[config.mk]
export PLATFORM = sky130hd
export DESIGN_NAME = gb_alu_periph
export DESIGN_NICKNAME = d
export VERILOG_FILES = /design/src/rtl/gb_alu_pkg.sv /design/src/rtl/gb_bus_pkg.sv /design/src/rtl/gb_alu.sv /design/src/rtl/gb_alu_periph.sv /design/src/rtl/gb_alu_regs.sv
export SDC_FILE = /design/constraint.sdc
export NUM_CORES = 1
export LEC_CHECK = 0
export BUFFER_PORTS_ARGS = -buffer_cell sky130_fd_sc_hd__buf_4
export CAP_MARGIN = 20
export CORE_ASPECT_RATIO = 2
export CORE_MARGIN = 3
export CORE_UTILIZATION = 50
export DETAILED_ROUTE_END_ITERATION = 16
export GPL_TIMING_DRIVEN = 0
export PLACE_DENSITY_LB_ADDON = 0.1
export SYNTH_ARGS = -nofsm -noshare
export SYNTH_HDL_FRONTEND = slang
export SYNTH_SLANG_ARGS = --single-unit
export TNS_END_PERCENT = 50
[constraint.sdc]
create_clock -name clk -period 3.3 [get_ports clk]
set_input_delay 0.495 -clock clk [delete_from_list [all_inputs] [get_ports clk]]
set_output_delay 0.495 -clock clk [all_outputs]
set_load 0.1 [all_outputs]
[src/rtl/gb_alu_pkg.sv]
//**************************************************
// Opcode and flag types of the Game Boy ALU
// Imported by the ALU, the register block and the bench
//**************************************************
`default_nettype none

package gb_alu_pkg;

	// Opcode register is 5 bits wide
	// Codes past ALU_DECL are unused and read back as zero results
	typedef enum logic [4:0] {
		// No-op and pass
		ALU_NOP,
		ALU_AB,
		ALU_B,
		// Arithmetic
		ALU_ADD,
		ALU_ADC,
		ALU_SUB,
		ALU_SBC,
		ALU_INC,
		ALU_DEC,
		// Logic
		ALU_AND,
		ALU_OR,
		ALU_XOR,
		ALU_CPL,
		ALU_SWAP,
		// BCD correction
		ALU_DAA,
		// Rotates and shifts on B
		ALU_RLC,
		ALU_RL,
		ALU_RRC,
		ALU_RR,
		ALU_SLA,
		ALU_SRA,
		ALU_SRL,
		// 16-bit step on {A, B}
		ALU_INCL,
		ALU_DECL
	} alu_op_t;

	// Z N H C, same order as bits 7..4 of the F register
	typedef struct packed {
		logic z;
		logic n;
		logic h;
		logic c;
	} alu_flags_t;

endpackage

`default_nettype wire

[src/rtl/gb_bus_pkg.sv]
//**************************************************
// Wishbone classic structs and register map
// Shared by the register block, the top and the bench
//**************************************************
`default_nettype none

package gb_bus_pkg;

	// Master to slave, held until ack
	typedef struct packed {
		logic       cyc;
		logic       stb;
		logic       we;
		logic [2:0] adr;
		logic [7:0] dat;
	} wb_req_t;

	// Slave to master
	typedef struct packed {
		logic       ack;
		logic [7:0] dat;
	} wb_rsp_t;

	// Word addresses
	// Operands and flags are read/write
	localparam logic [2:0] REG_OPA     = 3'd0;
	localparam logic [2:0] REG_OPB     = 3'd1;
	localparam logic [2:0] REG_FLAGS   = 3'd2;
	// Write launches an operation
	localparam logic [2:0] REG_OP      = 3'd3;
	// Results, read only
	localparam logic [2:0] REG_RES     = 3'd4;
	localparam logic [2:0] REG_ADDR_LO = 3'd5;
	localparam logic [2:0] REG_ADDR_HI = 3'd6;

endpackage

`default_nettype wire

[src/rtl/gb_alu.sv]
//**************************************************
// Combinational Game Boy 8-bit ALU
// Result, 16-bit address result and next flags
//**************************************************
`timescale 1ns/1ns
`default_nettype none

module gb_alu (
	input  logic [7:0]             op_a,
	input  logic [7:0]             op_b,
	input  gb_alu_pkg::alu_op_t    op,
	input  gb_alu_pkg::alu_flags_t flags_in,
	output logic [7:0]             result,
	output logic [15:0]            addr_result,
	output gb_alu_pkg::alu_flags_t flags_out
);

	import gb_alu_pkg::*;

	// Carry-out lives in bit 8
	logic [8:0] wide;
	// DAA correction value
	logic [7:0] adj;

	always_comb begin
		// Undefined outcomes read as zero, flags held
		wide = 9'h000;
		adj = 8'h00;
		result = 8'h00;
		addr_result = 16'h0000;
		flags_out = flags_in;

		case (op)
			ALU_AB: addr_result = {op_a, op_b};

			ALU_B: result = op_b;

			// Carry-in only for ADC
			ALU_ADD, ALU_ADC: begin
				wide = {1'b0, op_a} + {1'b0, op_b} + {8'h00, (op == ALU_ADC) && flags_in.c};
				result = wide[7:0];
				flags_out.z = (result == 8'h00);
				flags_out.n = 1'b0;
				flags_out.h = result[4] ^ op_a[4] ^ op_b[4];
				flags_out.c = wide[8];
			end

			// Bit 8 is the borrow
			ALU_SUB, ALU_SBC: begin
				wide = {1'b0, op_a} - {1'b0, op_b} - {8'h00, (op == ALU_SBC) && flags_in.c};
				result = wide[7:0];
				flags_out.z = (result == 8'h00);
				flags_out.n = 1'b1;
				flags_out.h = result[4] ^ op_a[4] ^ op_b[4];
				flags_out.c = wide[8];
			end

			// INC and DEC work on B, carry untouched
			ALU_INC: begin
				result = op_b + 8'h01;
				flags_out.z = (result == 8'h00);
				flags_out.n = 1'b0;
				flags_out.h = result[4] ^ op_b[4];
			end

			ALU_DEC: begin
				result = op_b - 8'h01;
				flags_out.z = (result == 8'h00);
				flags_out.n = 1'b1;
				flags_out.h = result[4] ^ op_b[4];
			end

			// AND sets H as on the real CPU
			ALU_AND: begin
				result = op_a & op_b;
				flags_out = '{z: (result == 8'h00), n: 1'b0, h: 1'b1, c: 1'b0};
			end

			ALU_OR: begin
				result = op_a | op_b;
				flags_out = '{z: (result == 8'h00), n: 1'b0, h: 1'b0, c: 1'b0};
			end

			ALU_XOR: begin
				result = op_a ^ op_b;
				flags_out = '{z: (result == 8'h00), n: 1'b0, h: 1'b0, c: 1'b0};
			end

			// Z and C kept
			ALU_CPL: begin
				result = ~op_b;
				flags_out.n = 1'b1;
				flags_out.h = 1'b1;
			end

			// Nibble swap
			ALU_SWAP: begin
				result = {op_b[3:0], op_b[7:4]};
				flags_out = '{z: (result == 8'h00), n: 1'b0, h: 1'b0, c: 1'b0};
			end

			// N picks add or subtract correction
			ALU_DAA: begin
				if (!flags_in.n) begin
					if (flags_in.h || (op_b[3:0] > 4'h9)) begin
						adj[3:0] = 4'h6;
					end
					// Carry only ever set here, never cleared by a prior one
					if (flags_in.c || (op_b > 8'h99)) begin
						adj[7:4] = 4'h6;
						flags_out.c = 1'b1;
					end
					result = op_b + adj;
				end else begin
					if (flags_in.h) begin
						adj[3:0] = 4'h6;
					end
					if (flags_in.c) begin
						adj[7:4] = 4'h6;
					end
					result = op_b - adj;
				end
				flags_out.h = 1'b0;
				flags_out.z = (result == 8'h00);
			end

			// Bit shifted out always lands in C
			ALU_RLC, ALU_RL, ALU_RRC, ALU_RR, ALU_SLA, ALU_SRA, ALU_SRL: begin
				case (op)
					ALU_RLC: {flags_out.c, result} = {op_b, op_b[7]};
					ALU_RL:  {flags_out.c, result} = {op_b, flags_in.c};
					ALU_RRC: {result, flags_out.c} = {op_b[0], op_b};
					ALU_RR:  {result, flags_out.c} = {flags_in.c, op_b};
					ALU_SLA: {flags_out.c, result} = {op_b, 1'b0};
					// Sign bit replicated
					ALU_SRA: {result, flags_out.c} = {op_b[7], op_b};
					default: {result, flags_out.c} = {1'b0, op_b};
				endcase
				flags_out.z = (result == 8'h00);
				flags_out.n = 1'b0;
				flags_out.h = 1'b0;
			end

			// 16-bit pair step, no flag effect
			ALU_INCL: addr_result = {op_a, op_b} + 16'h0001;

			ALU_DECL: addr_result = {op_a, op_b} - 16'h0001;

			// NOP and unused codes
			default: flags_out = flags_in;
		endcase
	end

endmodule

`default_nettype wire

[src/rtl/gb_alu_periph.sv]
//**************************************************
// Bus-attached Game Boy ALU, top level
// Wishbone slave in front of the combinational ALU
//**************************************************
`timescale 1ns/1ns
`default_nettype none

module gb_alu_periph (
	input  logic                clk,
	input  logic                arst_n,
	input  gb_bus_pkg::wb_req_t wb_req,
	output gb_bus_pkg::wb_rsp_t wb_rsp
);

	import gb_alu_pkg::*;

	// Register block to ALU
	logic [7:0]  op_a;
	logic [7:0]  op_b;
	alu_op_t     op;
	alu_flags_t  flags;
	// ALU back to register block
	logic [7:0]  alu_result;
	logic [15:0] alu_addr;
	alu_flags_t  alu_flags;

	gb_alu_regs gb_alu_regs_inst (
		.clk        (clk),
		.arst_n     (arst_n),
		.wb_req     (wb_req),
		.wb_rsp     (wb_rsp),
		.op_a       (op_a),
		.op_b       (op_b),
		.op         (op),
		.flags      (flags),
		.alu_result (alu_result),
		.alu_addr   (alu_addr),
		.alu_flags  (alu_flags)
	);

	// Zero latency
	gb_alu gb_alu_inst (
		.op_a        (op_a),
		.op_b        (op_b),
		.op          (op),
		.flags_in    (flags),
		.result      (alu_result),
		.addr_result (alu_addr),
		.flags_out   (alu_flags)
	);

endmodule

`default_nettype wire

[src/rtl/gb_alu_regs.sv]
//**************************************************
// Wishbone register block for the ALU
// Holds operands, flags and opcode, captures results
//**************************************************
`timescale 1ns/1ns
`default_nettype none

module gb_alu_regs (
	input  logic                   clk,
	input  logic                   arst_n,
	input  gb_bus_pkg::wb_req_t    wb_req,
	output gb_bus_pkg::wb_rsp_t    wb_rsp,
	output logic [7:0]             op_a,
	output logic [7:0]             op_b,
	output gb_alu_pkg::alu_op_t    op,
	output gb_alu_pkg::alu_flags_t flags,
	input  logic [7:0]             alu_result,
	input  logic [15:0]            alu_addr,
	input  gb_alu_pkg::alu_flags_t alu_flags
);

	import gb_alu_pkg::*;
	import gb_bus_pkg::*;

	logic        ack;
	logic        access;
	// One cycle after an opcode write
	logic        launch;
	logic [7:0]  res_q;
	logic [15:0] addr_q;
	logic [7:0]  rd_dat;

	// New access only while ack is low
	assign access = wb_req.cyc && wb_req.stb && !ack;

	always_ff @(posedge clk or negedge arst_n) begin
		if (!arst_n) begin
			ack <= 1'b0;
			launch <= 1'b0;
		end else begin
			ack <= access;
			launch <= access && wb_req.we && (wb_req.adr == REG_OP);
		end
	end

	// Writes land on the ack edge
	always_ff @(posedge clk or negedge arst_n) begin
		if (!arst_n) begin
			op_a <= 8'h00;
			op_b <= 8'h00;
			op <= ALU_NOP;
			flags <= '0;
			res_q <= 8'h00;
			addr_q <= 16'h0000;
		end else begin
			if (access && wb_req.we) begin
				case (wb_req.adr)
					REG_OPA:   op_a <= wb_req.dat;
					REG_OPB:   op_b <= wb_req.dat;
					REG_FLAGS: flags <= alu_flags_t'(wb_req.dat[7:4]);
					REG_OP:    op <= alu_op_t'(wb_req.dat[4:0]);
					// Result registers ignore writes
					default: ;
				endcase
			end
			// Flags chain into the next operation
			if (launch) begin
				res_q <= alu_result;
				addr_q <= alu_addr;
				flags <= alu_flags;
			end
		end
	end

	// Read mux, address held by the master until ack
	always_comb begin
		case (wb_req.adr)
			REG_OPA:     rd_dat = op_a;
			REG_OPB:     rd_dat = op_b;
			REG_FLAGS:   rd_dat = {flags, 4'h0};
			REG_OP:      rd_dat = {3'b000, op};
			REG_RES:     rd_dat = res_q;
			REG_ADDR_LO: rd_dat = addr_q[7:0];
			REG_ADDR_HI: rd_dat = addr_q[15:8];
			default:     rd_dat = 8'h00;
		endcase
	end

	always_comb begin
		wb_rsp.ack = ack;
		wb_rsp.dat = rd_dat;
	end

endmodule

`default_nettype wire

# Word level (Yosys, flattened, before mapping)
# Cells that the tools add are included.
# word_totals
n_memories	0
reg_bits	51
latchBits	0
ramBits	0
output_inout_bits	9
mem_bits_ro	0
# classes
multipliers	0
magnitude_cmp	2
bitwise_logic	10
reduce_logical	38
div	0
n_eq_ne	35
shift	0
mux	29
add_sub_neg	10
# ops
operator	count
case mux 8 bit (12 select lines)	1
zero test 8 bit	10
case mux 8 bit (7 select lines)	1
case mux 16 bit (3 select lines)	1
case mux 8 bit (6 select lines)	1
two-way mux 4 bit	11
== test 5 x 4 -> 1 bit (second input constant)	8
== test 5 bit (second input constant)	8
two-way mux 8 bit	3
== test 5 x 3 -> 1 bit (second input constant)	4
adder 16 x 1 -> 16 bit (second input constant)	1
subtractor 16 x 1 -> 16 bit (second input constant)	1
OR reduction 14 bit	1
two-way mux 3 bit	4
inequality test 11 x 1 -> 1 bit (second input constant)	1
OR reduction 11 bit	1
== test 5 x 2 -> 1 bit (second input constant)	2
case mux 1 bit (10 select lines)	1
adder 8 x 8 -> 9 bit	1
adder 9 x 1 -> 9 bit	1
== test 3 bit (second input constant)	3
AND reduction 3 bit	3
subtractor 8 x 8 -> 9 bit	1
subtractor 9 x 1 -> 9 bit	1
33 further kinds	54

# Logic depth before layout (Yosys ltp)
# depth
depth_word	11
ltp_mapped	17
ltp_nobuf	16

# Modules after synthesis
# A second synthesis with hierarchy kept.
# unflattened
cells_unflattened	737
hier_area_um2	6261.0
# by_module_without_submodules
mod	instances	area_each_um2	cells_each
gb_alu	1	3836.2	557
gb_alu_regs	1	2424.8	180

# Worst setup path before layout
# OpenSTA, ideal clock, no wires.
# synth_path
path_kind	in2out
from	in wb_req[9] in the netlist's numbering
to	out wb_rsp[2] in the netlist's numbering
arrival_ps	3514
cell_stages	4
required_ps	2805
path_slack_ps	-709
n_path_buf	2
path_cell_list	buf_1 clkbuf_1 mux2i_1 o31ai_1
# synth_rtl
element	line_no	rtl
start: declaration	gb_alu_periph.sv:11	input gb_bus_pkg::wb_req_t wb_req,
end: declaration	gb_alu_periph.sv:12	output gb_bus_pkg::wb_rsp_t wb_rsp

# Worst setup path after layout
# layout_path
from	reg gb_alu_regs_inst.op_b[0]
to	reg gb_alu_regs_inst.res_q[7]
# layout_between
elab_chain_len	9
# layout_rtl
element	line_no	rtl
start: declaration	gb_alu_regs.sv:14	output logic [7:0] op_b,
start signal: assignment	gb_alu_regs.sv:59	REG_OPB: op_b <= wb_req.dat;
> comparator 8 bit / > comparator 4 bit (equally long branches)	gb_alu.sv:109, gb_alu.sv:105	
logical OR 1 bit, on equally long branches	gb_alu.sv:109, gb_alu.sv:105	
two-way mux 3 bit, on equally long branches	gb_alu.sv:109, gb_alu.sv:105	
two-way mux 4 bit	gb_alu.sv:104	if (!flags_in.n) begin
two-way mux 4 bit	gb_alu.sv:33	case (op)
adder 8 bit	gb_alu.sv:113	result = op_b + adj;
two-way mux 8 bit	gb_alu.sv:104	
two-way mux 8 bit	gb_alu.sv:33	
case mux 8 bit (12 select lines) (*)	gb_alu.sv:33	
end signal: assignment	gb_alu_regs.sv:68	res_q <= alu_result;
end: declaration	gb_alu_regs.sv:29	logic [7:0] res_q;
# Mark *: on every way between the ends. The rest lies on a longest branch, timed or not. The select of a mux whose other input is x is not followed.
# A chain may end at the register's enable or synchronous reset.

==> out/results.txt <==
For this block, the via count after detailed routing is 7266. In this run, synthesis produced a sequential element count of 51. The repair_antennas step left the layout with diodes totalling 0. At the pin with the least slew margin, the transition time is 0.970 ns. The normalized max-slew margin is 0.353, and the clock-pin slew on the worst setup and hold paths is 0.07 ns.

The via density per instance was 7.19; the number of buffers created by CTS was 5. The number of failing hold endpoints at the final stage was 0; the final core utilization was 0.612. After floorplanning, the core was divided into 57 placement rows. The final setup violation count was 0; the shortest period the worst path allows was 3.29 ns. Routability-driven placement finished with a final weighted congestion of 1.04. The worst setup path is captured at a register. Counting flops with a built-in enable in the synthesized netlist gives 0. The detail route stage leaves a number of antenna-violating nets equal to 0. The beginning of the worst register-to-register path was gb_alu_regs_inst.op_b[0].

The critical path crosses 13 cells after its start point. The count of pins on the block boundary was 25. The worst clock skew was 0.00946 ns. The setup path with the least slack is of type register to register. Setup repair after global routing could not meet its margin everywhere.

The net count of the finished layout is 941. The fraction of layout instances using a drive strength above 1 came out at 0.214. On the worst path, the slowest cell contributes a delay of 0.45 ns. The deepest level of the CTS H-tree was 2. OpenSTA, run right after detailed placement, puts the worst setup slack at -1.07 ns. Dividing the detail-routed wire length by the instance count gives 29.8 um.

Timing would allow up to 0.304 GHz. In this run the power density over the cells is 809 nW/um2. The die is 85.1 um wide.

The first detailed-routing pass took 8 iterations. Number of global-route vias before repair: 7227. The count of buffer and inverter cells on the critical path is 1, and the Yosys warning count is 0. The synthesized-area fraction occupied by adder cells came out at 0.132. In this run, distinct cell masters in the synthesized netlist total 87. Portion of the clock cycle consumed by the worst path in the final layout: 0.998. The endpoint identified for the worst register-to-register timing path is gb_alu_regs_inst.res_q[7].

The logs give 0.427 for the total global routing track utilization and 0.00740 ns for the least setup slack across all paths after layout. The maximum ir drop on the vdd rail was 0.593 mV. The flow ran to the end, and the final reports show no timing, DRC or antenna violations. In this run the cell area of the synthesized design comes to 6260 um2. For flop-to-flop paths, the worst setup slack is 0.007 ns.

Entering global routing, the biggest net connects 52 pins. Along the worst path, the maximum fanout reaches 5. The number of cells on the worst reg-to-reg path was 13; the post-synthesis net count was 879. The complex-gate fraction of the synthesized area works out to 0.283. For this design, the slowest cell found on the critical path is sky130_fd_sc_hd__dfrtp_2. The synthesized design spends more area on one cell type than any other, namely sky130_fd_sc_hd__dfrtp_1. The tools report the final-layout setup total negative slack as 0 ns.

Dividing the synthesized area by the synthesized cell count gives 7.83 um2. For this run, design rule violations remaining after detail routing come to 0. Class of the tightest hold or removal check: input port to async pin. In this run the static leakage power is 3.07 nW. The signal on the critical path passes through buf_8, ha_2, o21bai_4, a21oi_2, or2_2, nand2_1, ha_2, o21a_1, o41ai_4, o21ai_1, nor3_2, o2111ai_1, mux2_2.

The tools report the number of max-slew violations in the final report as 0. The initial cell density of the core was 0.514. The number of max-cap violations came out at 0. TritonCTS built the clock tree. The xor/xnor cell area share of the yosys netlist works out to 0.0475. The root buffer cell chosen for the clock tree is sky130_fd_sc_hd__clkbuf_16. The total detailed-routing wirelength is 30100 um, and the data required time of the worst path is 3.48 ns.

After global routing the overflow that remains totals 0. By area, the combinational part of the netlist is dominated by compound AO/OA/AOI/OAI gates. The later-pin clock latency in the skew report was 0.30 ns; the post-synthesis to final-layout area growth was 19.2%. The tools report the number of antenna violations at the first check in global routing as 0. The kind of cell adding the most delay to the critical path was compound AO/OA/AOI/OAI gates. Measured along the y axis, the die boundary spans 164 um. Predominant post-synthesis flop cell: sky130_fd_sc_hd__dfrtp_1. The HPWL after detailed placement is 22500 um.

After the first detailed-routing iteration, the DRC count stood at 807. In this run the deepest clock path goes through 2 buffers. The die footprint was 14000 um2; the post-synthesis share of cell area spent on and, or, nand and nor gates was 0.223. The cell count after synthesis came out at 800. The tools report the placeable core area as 12200 um2. After filler insertion, the fill cell instance count of the layout stands at 1069. Critical path data arrival time: 3.47 ns. By area the synthesized netlist is led by sky130_fd_sc_hd__dfrtp_1, sky130_fd_sc_hd__ha_1, sky130_fd_sc_hd__nand2_1. Startpoint class of the critical path: a register. Buffers placed on the I/O ports in this run total 23. Sequential area share after synthesis: 0.204. The first global-routing pass estimated 44300 um of wire.

CTS saw 51 sinks. The mux cell area share after synthesis works out to 0.0487. The fraction of registers with async set or reset after synthesis works out to 1.00. The most used cell along the critical path is sky130_fd_sc_hd__ha_2.

The proportion of netlist area held by the largest area contributor is 0.204.
## final cells by class
| class | count | area [um2] | area share |
|---|---|---|---|
| clock buffer | 5 | 125 | 0.0168 |
| multi-input combinational | 661 | 4940 | 0.662 |
| tap | 147 | 184 | 0.0246 |
| clock inverter | 3 | 43.8 | 0.00586 |
| timing repair buffer | 56 | 432 | 0.0578 |
| buffer | 46 | 270 | 0.0362 |
| sequential | 51 | 1290 | 0.172 |
| inverter | 41 | 181 | 0.0243 |
## how the worst max path moves through the flow
stage	from	endpoint	slack, ns
2_1_floorplan	gb_alu_regs_inst.op[2]	gb_alu_regs_inst.addr_q[9]	-0.09
3_3_place_gp	gb_alu_regs_inst.op_b[0]	gb_alu_regs_inst.res_q[7]	-1.02
3_5_place_dp	gb_alu_regs_inst.op_b[0]	gb_alu_regs_inst.res_q[7]	-1.07
4_1_cts	gb_alu_regs_inst.op_b[0]	gb_alu_regs_inst.res_q[7]	-0.008
5_1_grt	gb_alu_regs_inst.op_b[0]	gb_alu_regs_inst.res_q[6]	-0.06
6_report	gb_alu_regs_inst.op_b[0]	gb_alu_regs_inst.res_q[7]	0.007
## flip-flops by register name (all words and copies together) (netlist names)
name,flops
gb_alu_regs_inst.op_b,8
gb_alu_regs_inst.launch,1
gb_alu_regs_inst.flags,4
gb_alu_regs_inst.op_a,8
gb_alu_regs_inst.addr_q,16
gb_alu_regs_inst.ack,1
gb_alu_regs_inst.res_q,8
gb_alu_regs_inst.op,5
## synthesized netlist by cell type (4+ instances only)
| master | instances |
|---|---|
| sky130_fd_sc_hd__nand2_1 | 84 |
| sky130_fd_sc_hd__nor2_1 | 76 |
| sky130_fd_sc_hd__ha_1 | 58 |
| sky130_fd_sc_hd__a21oi_1 | 56 |
| sky130_fd_sc_hd__o21ai_0 | 54 |
| sky130_fd_sc_hd__dfrtp_1 | 51 |
| sky130_fd_sc_hd__inv_1 | 39 |
| sky130_fd_sc_hd__xnor2_1 | 25 |
| sky130_fd_sc_hd__clkbuf_1 | 22 |
| sky130_fd_sc_hd__a221oi_1 | 17 |
| sky130_fd_sc_hd__mux2i_1 | 17 |
| sky130_fd_sc_hd__nand2b_1 | 14 |
| sky130_fd_sc_hd__nor4_1 | 14 |
| sky130_fd_sc_hd__nand3_1 | 13 |
| sky130_fd_sc_hd__a31oi_1 | 12 |
| sky130_fd_sc_hd__a211oi_1 | 11 |
| sky130_fd_sc_hd__a21o_1 | 11 |
| sky130_fd_sc_hd__nor3_1 | 11 |
| sky130_fd_sc_hd__o22ai_1 | 11 |
| sky130_fd_sc_hd__buf_2 | 10 |
| sky130_fd_sc_hd__o211ai_1 | 9 |
| sky130_fd_sc_hd__xor2_1 | 9 |
| sky130_fd_sc_hd__buf_4 | 8 |
| sky130_fd_sc_hd__nand4_1 | 8 |
| sky130_fd_sc_hd__o21a_1 | 8 |
| sky130_fd_sc_hd__o21bai_1 | 7 |
| sky130_fd_sc_hd__and2_1 | 6 |
| sky130_fd_sc_hd__mux2_2 | 6 |
| sky130_fd_sc_hd__o2111ai_1 | 6 |
| sky130_fd_sc_hd__or3_1 | 6 |
| sky130_fd_sc_hd__a22oi_1 | 5 |
| sky130_fd_sc_hd__and3_1 | 5 |
| sky130_fd_sc_hd__buf_1 | 5 |
| sky130_fd_sc_hd__fa_1 | 5 |
| sky130_fd_sc_hd__nor2b_1 | 5 |
| sky130_fd_sc_hd__nor3b_1 | 5 |
| sky130_fd_sc_hd__nor4b_1 | 5 |
| sky130_fd_sc_hd__or2_2 | 5 |
| sky130_fd_sc_hd__nand3b_1 | 4 |
| sky130_fd_sc_hd__nor2_2 | 4 |
| sky130_fd_sc_hd__o31ai_1 | 4 |
## stage by stage
stage | hold WS [ns] | cells | power (mW) | area, um2
CTS | 0.258 | 1000 | 5.68 | 7280
global placement | 0.438 | 970 | 4.53 | 6640
floorplan | 0.199 | 800 | 3.47 | 6280
detailed placement | 0.446 | 971 | 4.63 | 6650
global route | 0.267 | 1010 | 6.28 | 7470
finish | 0.220 | 1010 | 6.04 | 7470
## cell families (layout without fill, tap and decap cells)
logic type               count (synthesis)  in the layout
buffers and inverters                   88            151
multiplexers                            26             26
flip-flops                              51             51
adder cells (fa/ha/maj)                 63             63
XOR/XNOR                                34             34
AND/OR/NAND/NOR                        279            279
AO/OA/AOI/OAI                          259            259
## timing repair
action,CTS,global route
hold buffers,0,0
resized for setup,71,36
pin swaps,26,22
buffers inserted,22,10
setup endpoints to repair,24,16
## placed cells by master (no fill, tap or decap), types with 7 or more instances in the layout
master,n
sky130_fd_sc_hd__dfrtp_2,8
sky130_fd_sc_hd__o22ai_1,10
sky130_fd_sc_hd__ha_1,52
sky130_fd_sc_hd__nor3_1,8
sky130_fd_sc_hd__dfrtp_1,43
sky130_fd_sc_hd__xnor2_1,24
sky130_fd_sc_hd__mux2i_1,17
sky130_fd_sc_hd__nor4_1,13
sky130_fd_sc_hd__o21ai_0,41
sky130_fd_sc_hd__a31oi_1,10
sky130_fd_sc_hd__buf_2,7
sky130_fd_sc_hd__inv_1,35
sky130_fd_sc_hd__o21a_1,7
sky130_fd_sc_hd__nand2_1,83
sky130_fd_sc_hd__a21o_1,11
sky130_fd_sc_hd__a211oi_1,7
sky130_fd_sc_hd__buf_4,62
sky130_fd_sc_hd__a221oi_1,17
sky130_fd_sc_hd__nand4_1,8
sky130_fd_sc_hd__o211ai_1,9
sky130_fd_sc_hd__nor2_1,75
sky130_fd_sc_hd__a21oi_1,49
sky130_fd_sc_hd__nand2b_1,14
sky130_fd_sc_hd__nand3_1,12
sky130_fd_sc_hd__xor2_1,7
sky130_fd_sc_hd__clkbuf_1,19
sky130_fd_sc_hd__o21ai_1,14
## metal layers
metal  track usage  vias to the layer above  wire [um]
met5             0                        -          0
met4         0.427                        0       4020
met3        0.0768                      243       2420
li1              -                     3074          -
met1         0.419                     3409       9250
met2         0.724                      540      14400
## power breakdown
group | switching (mW) | internal, mW
clock | 0.240 | 0.358
sequential | 0.269 | 0.787
combinational | 2.74 | 1.65
total | 3.24 | 2.80
Power figures use the tool's default switching activity.
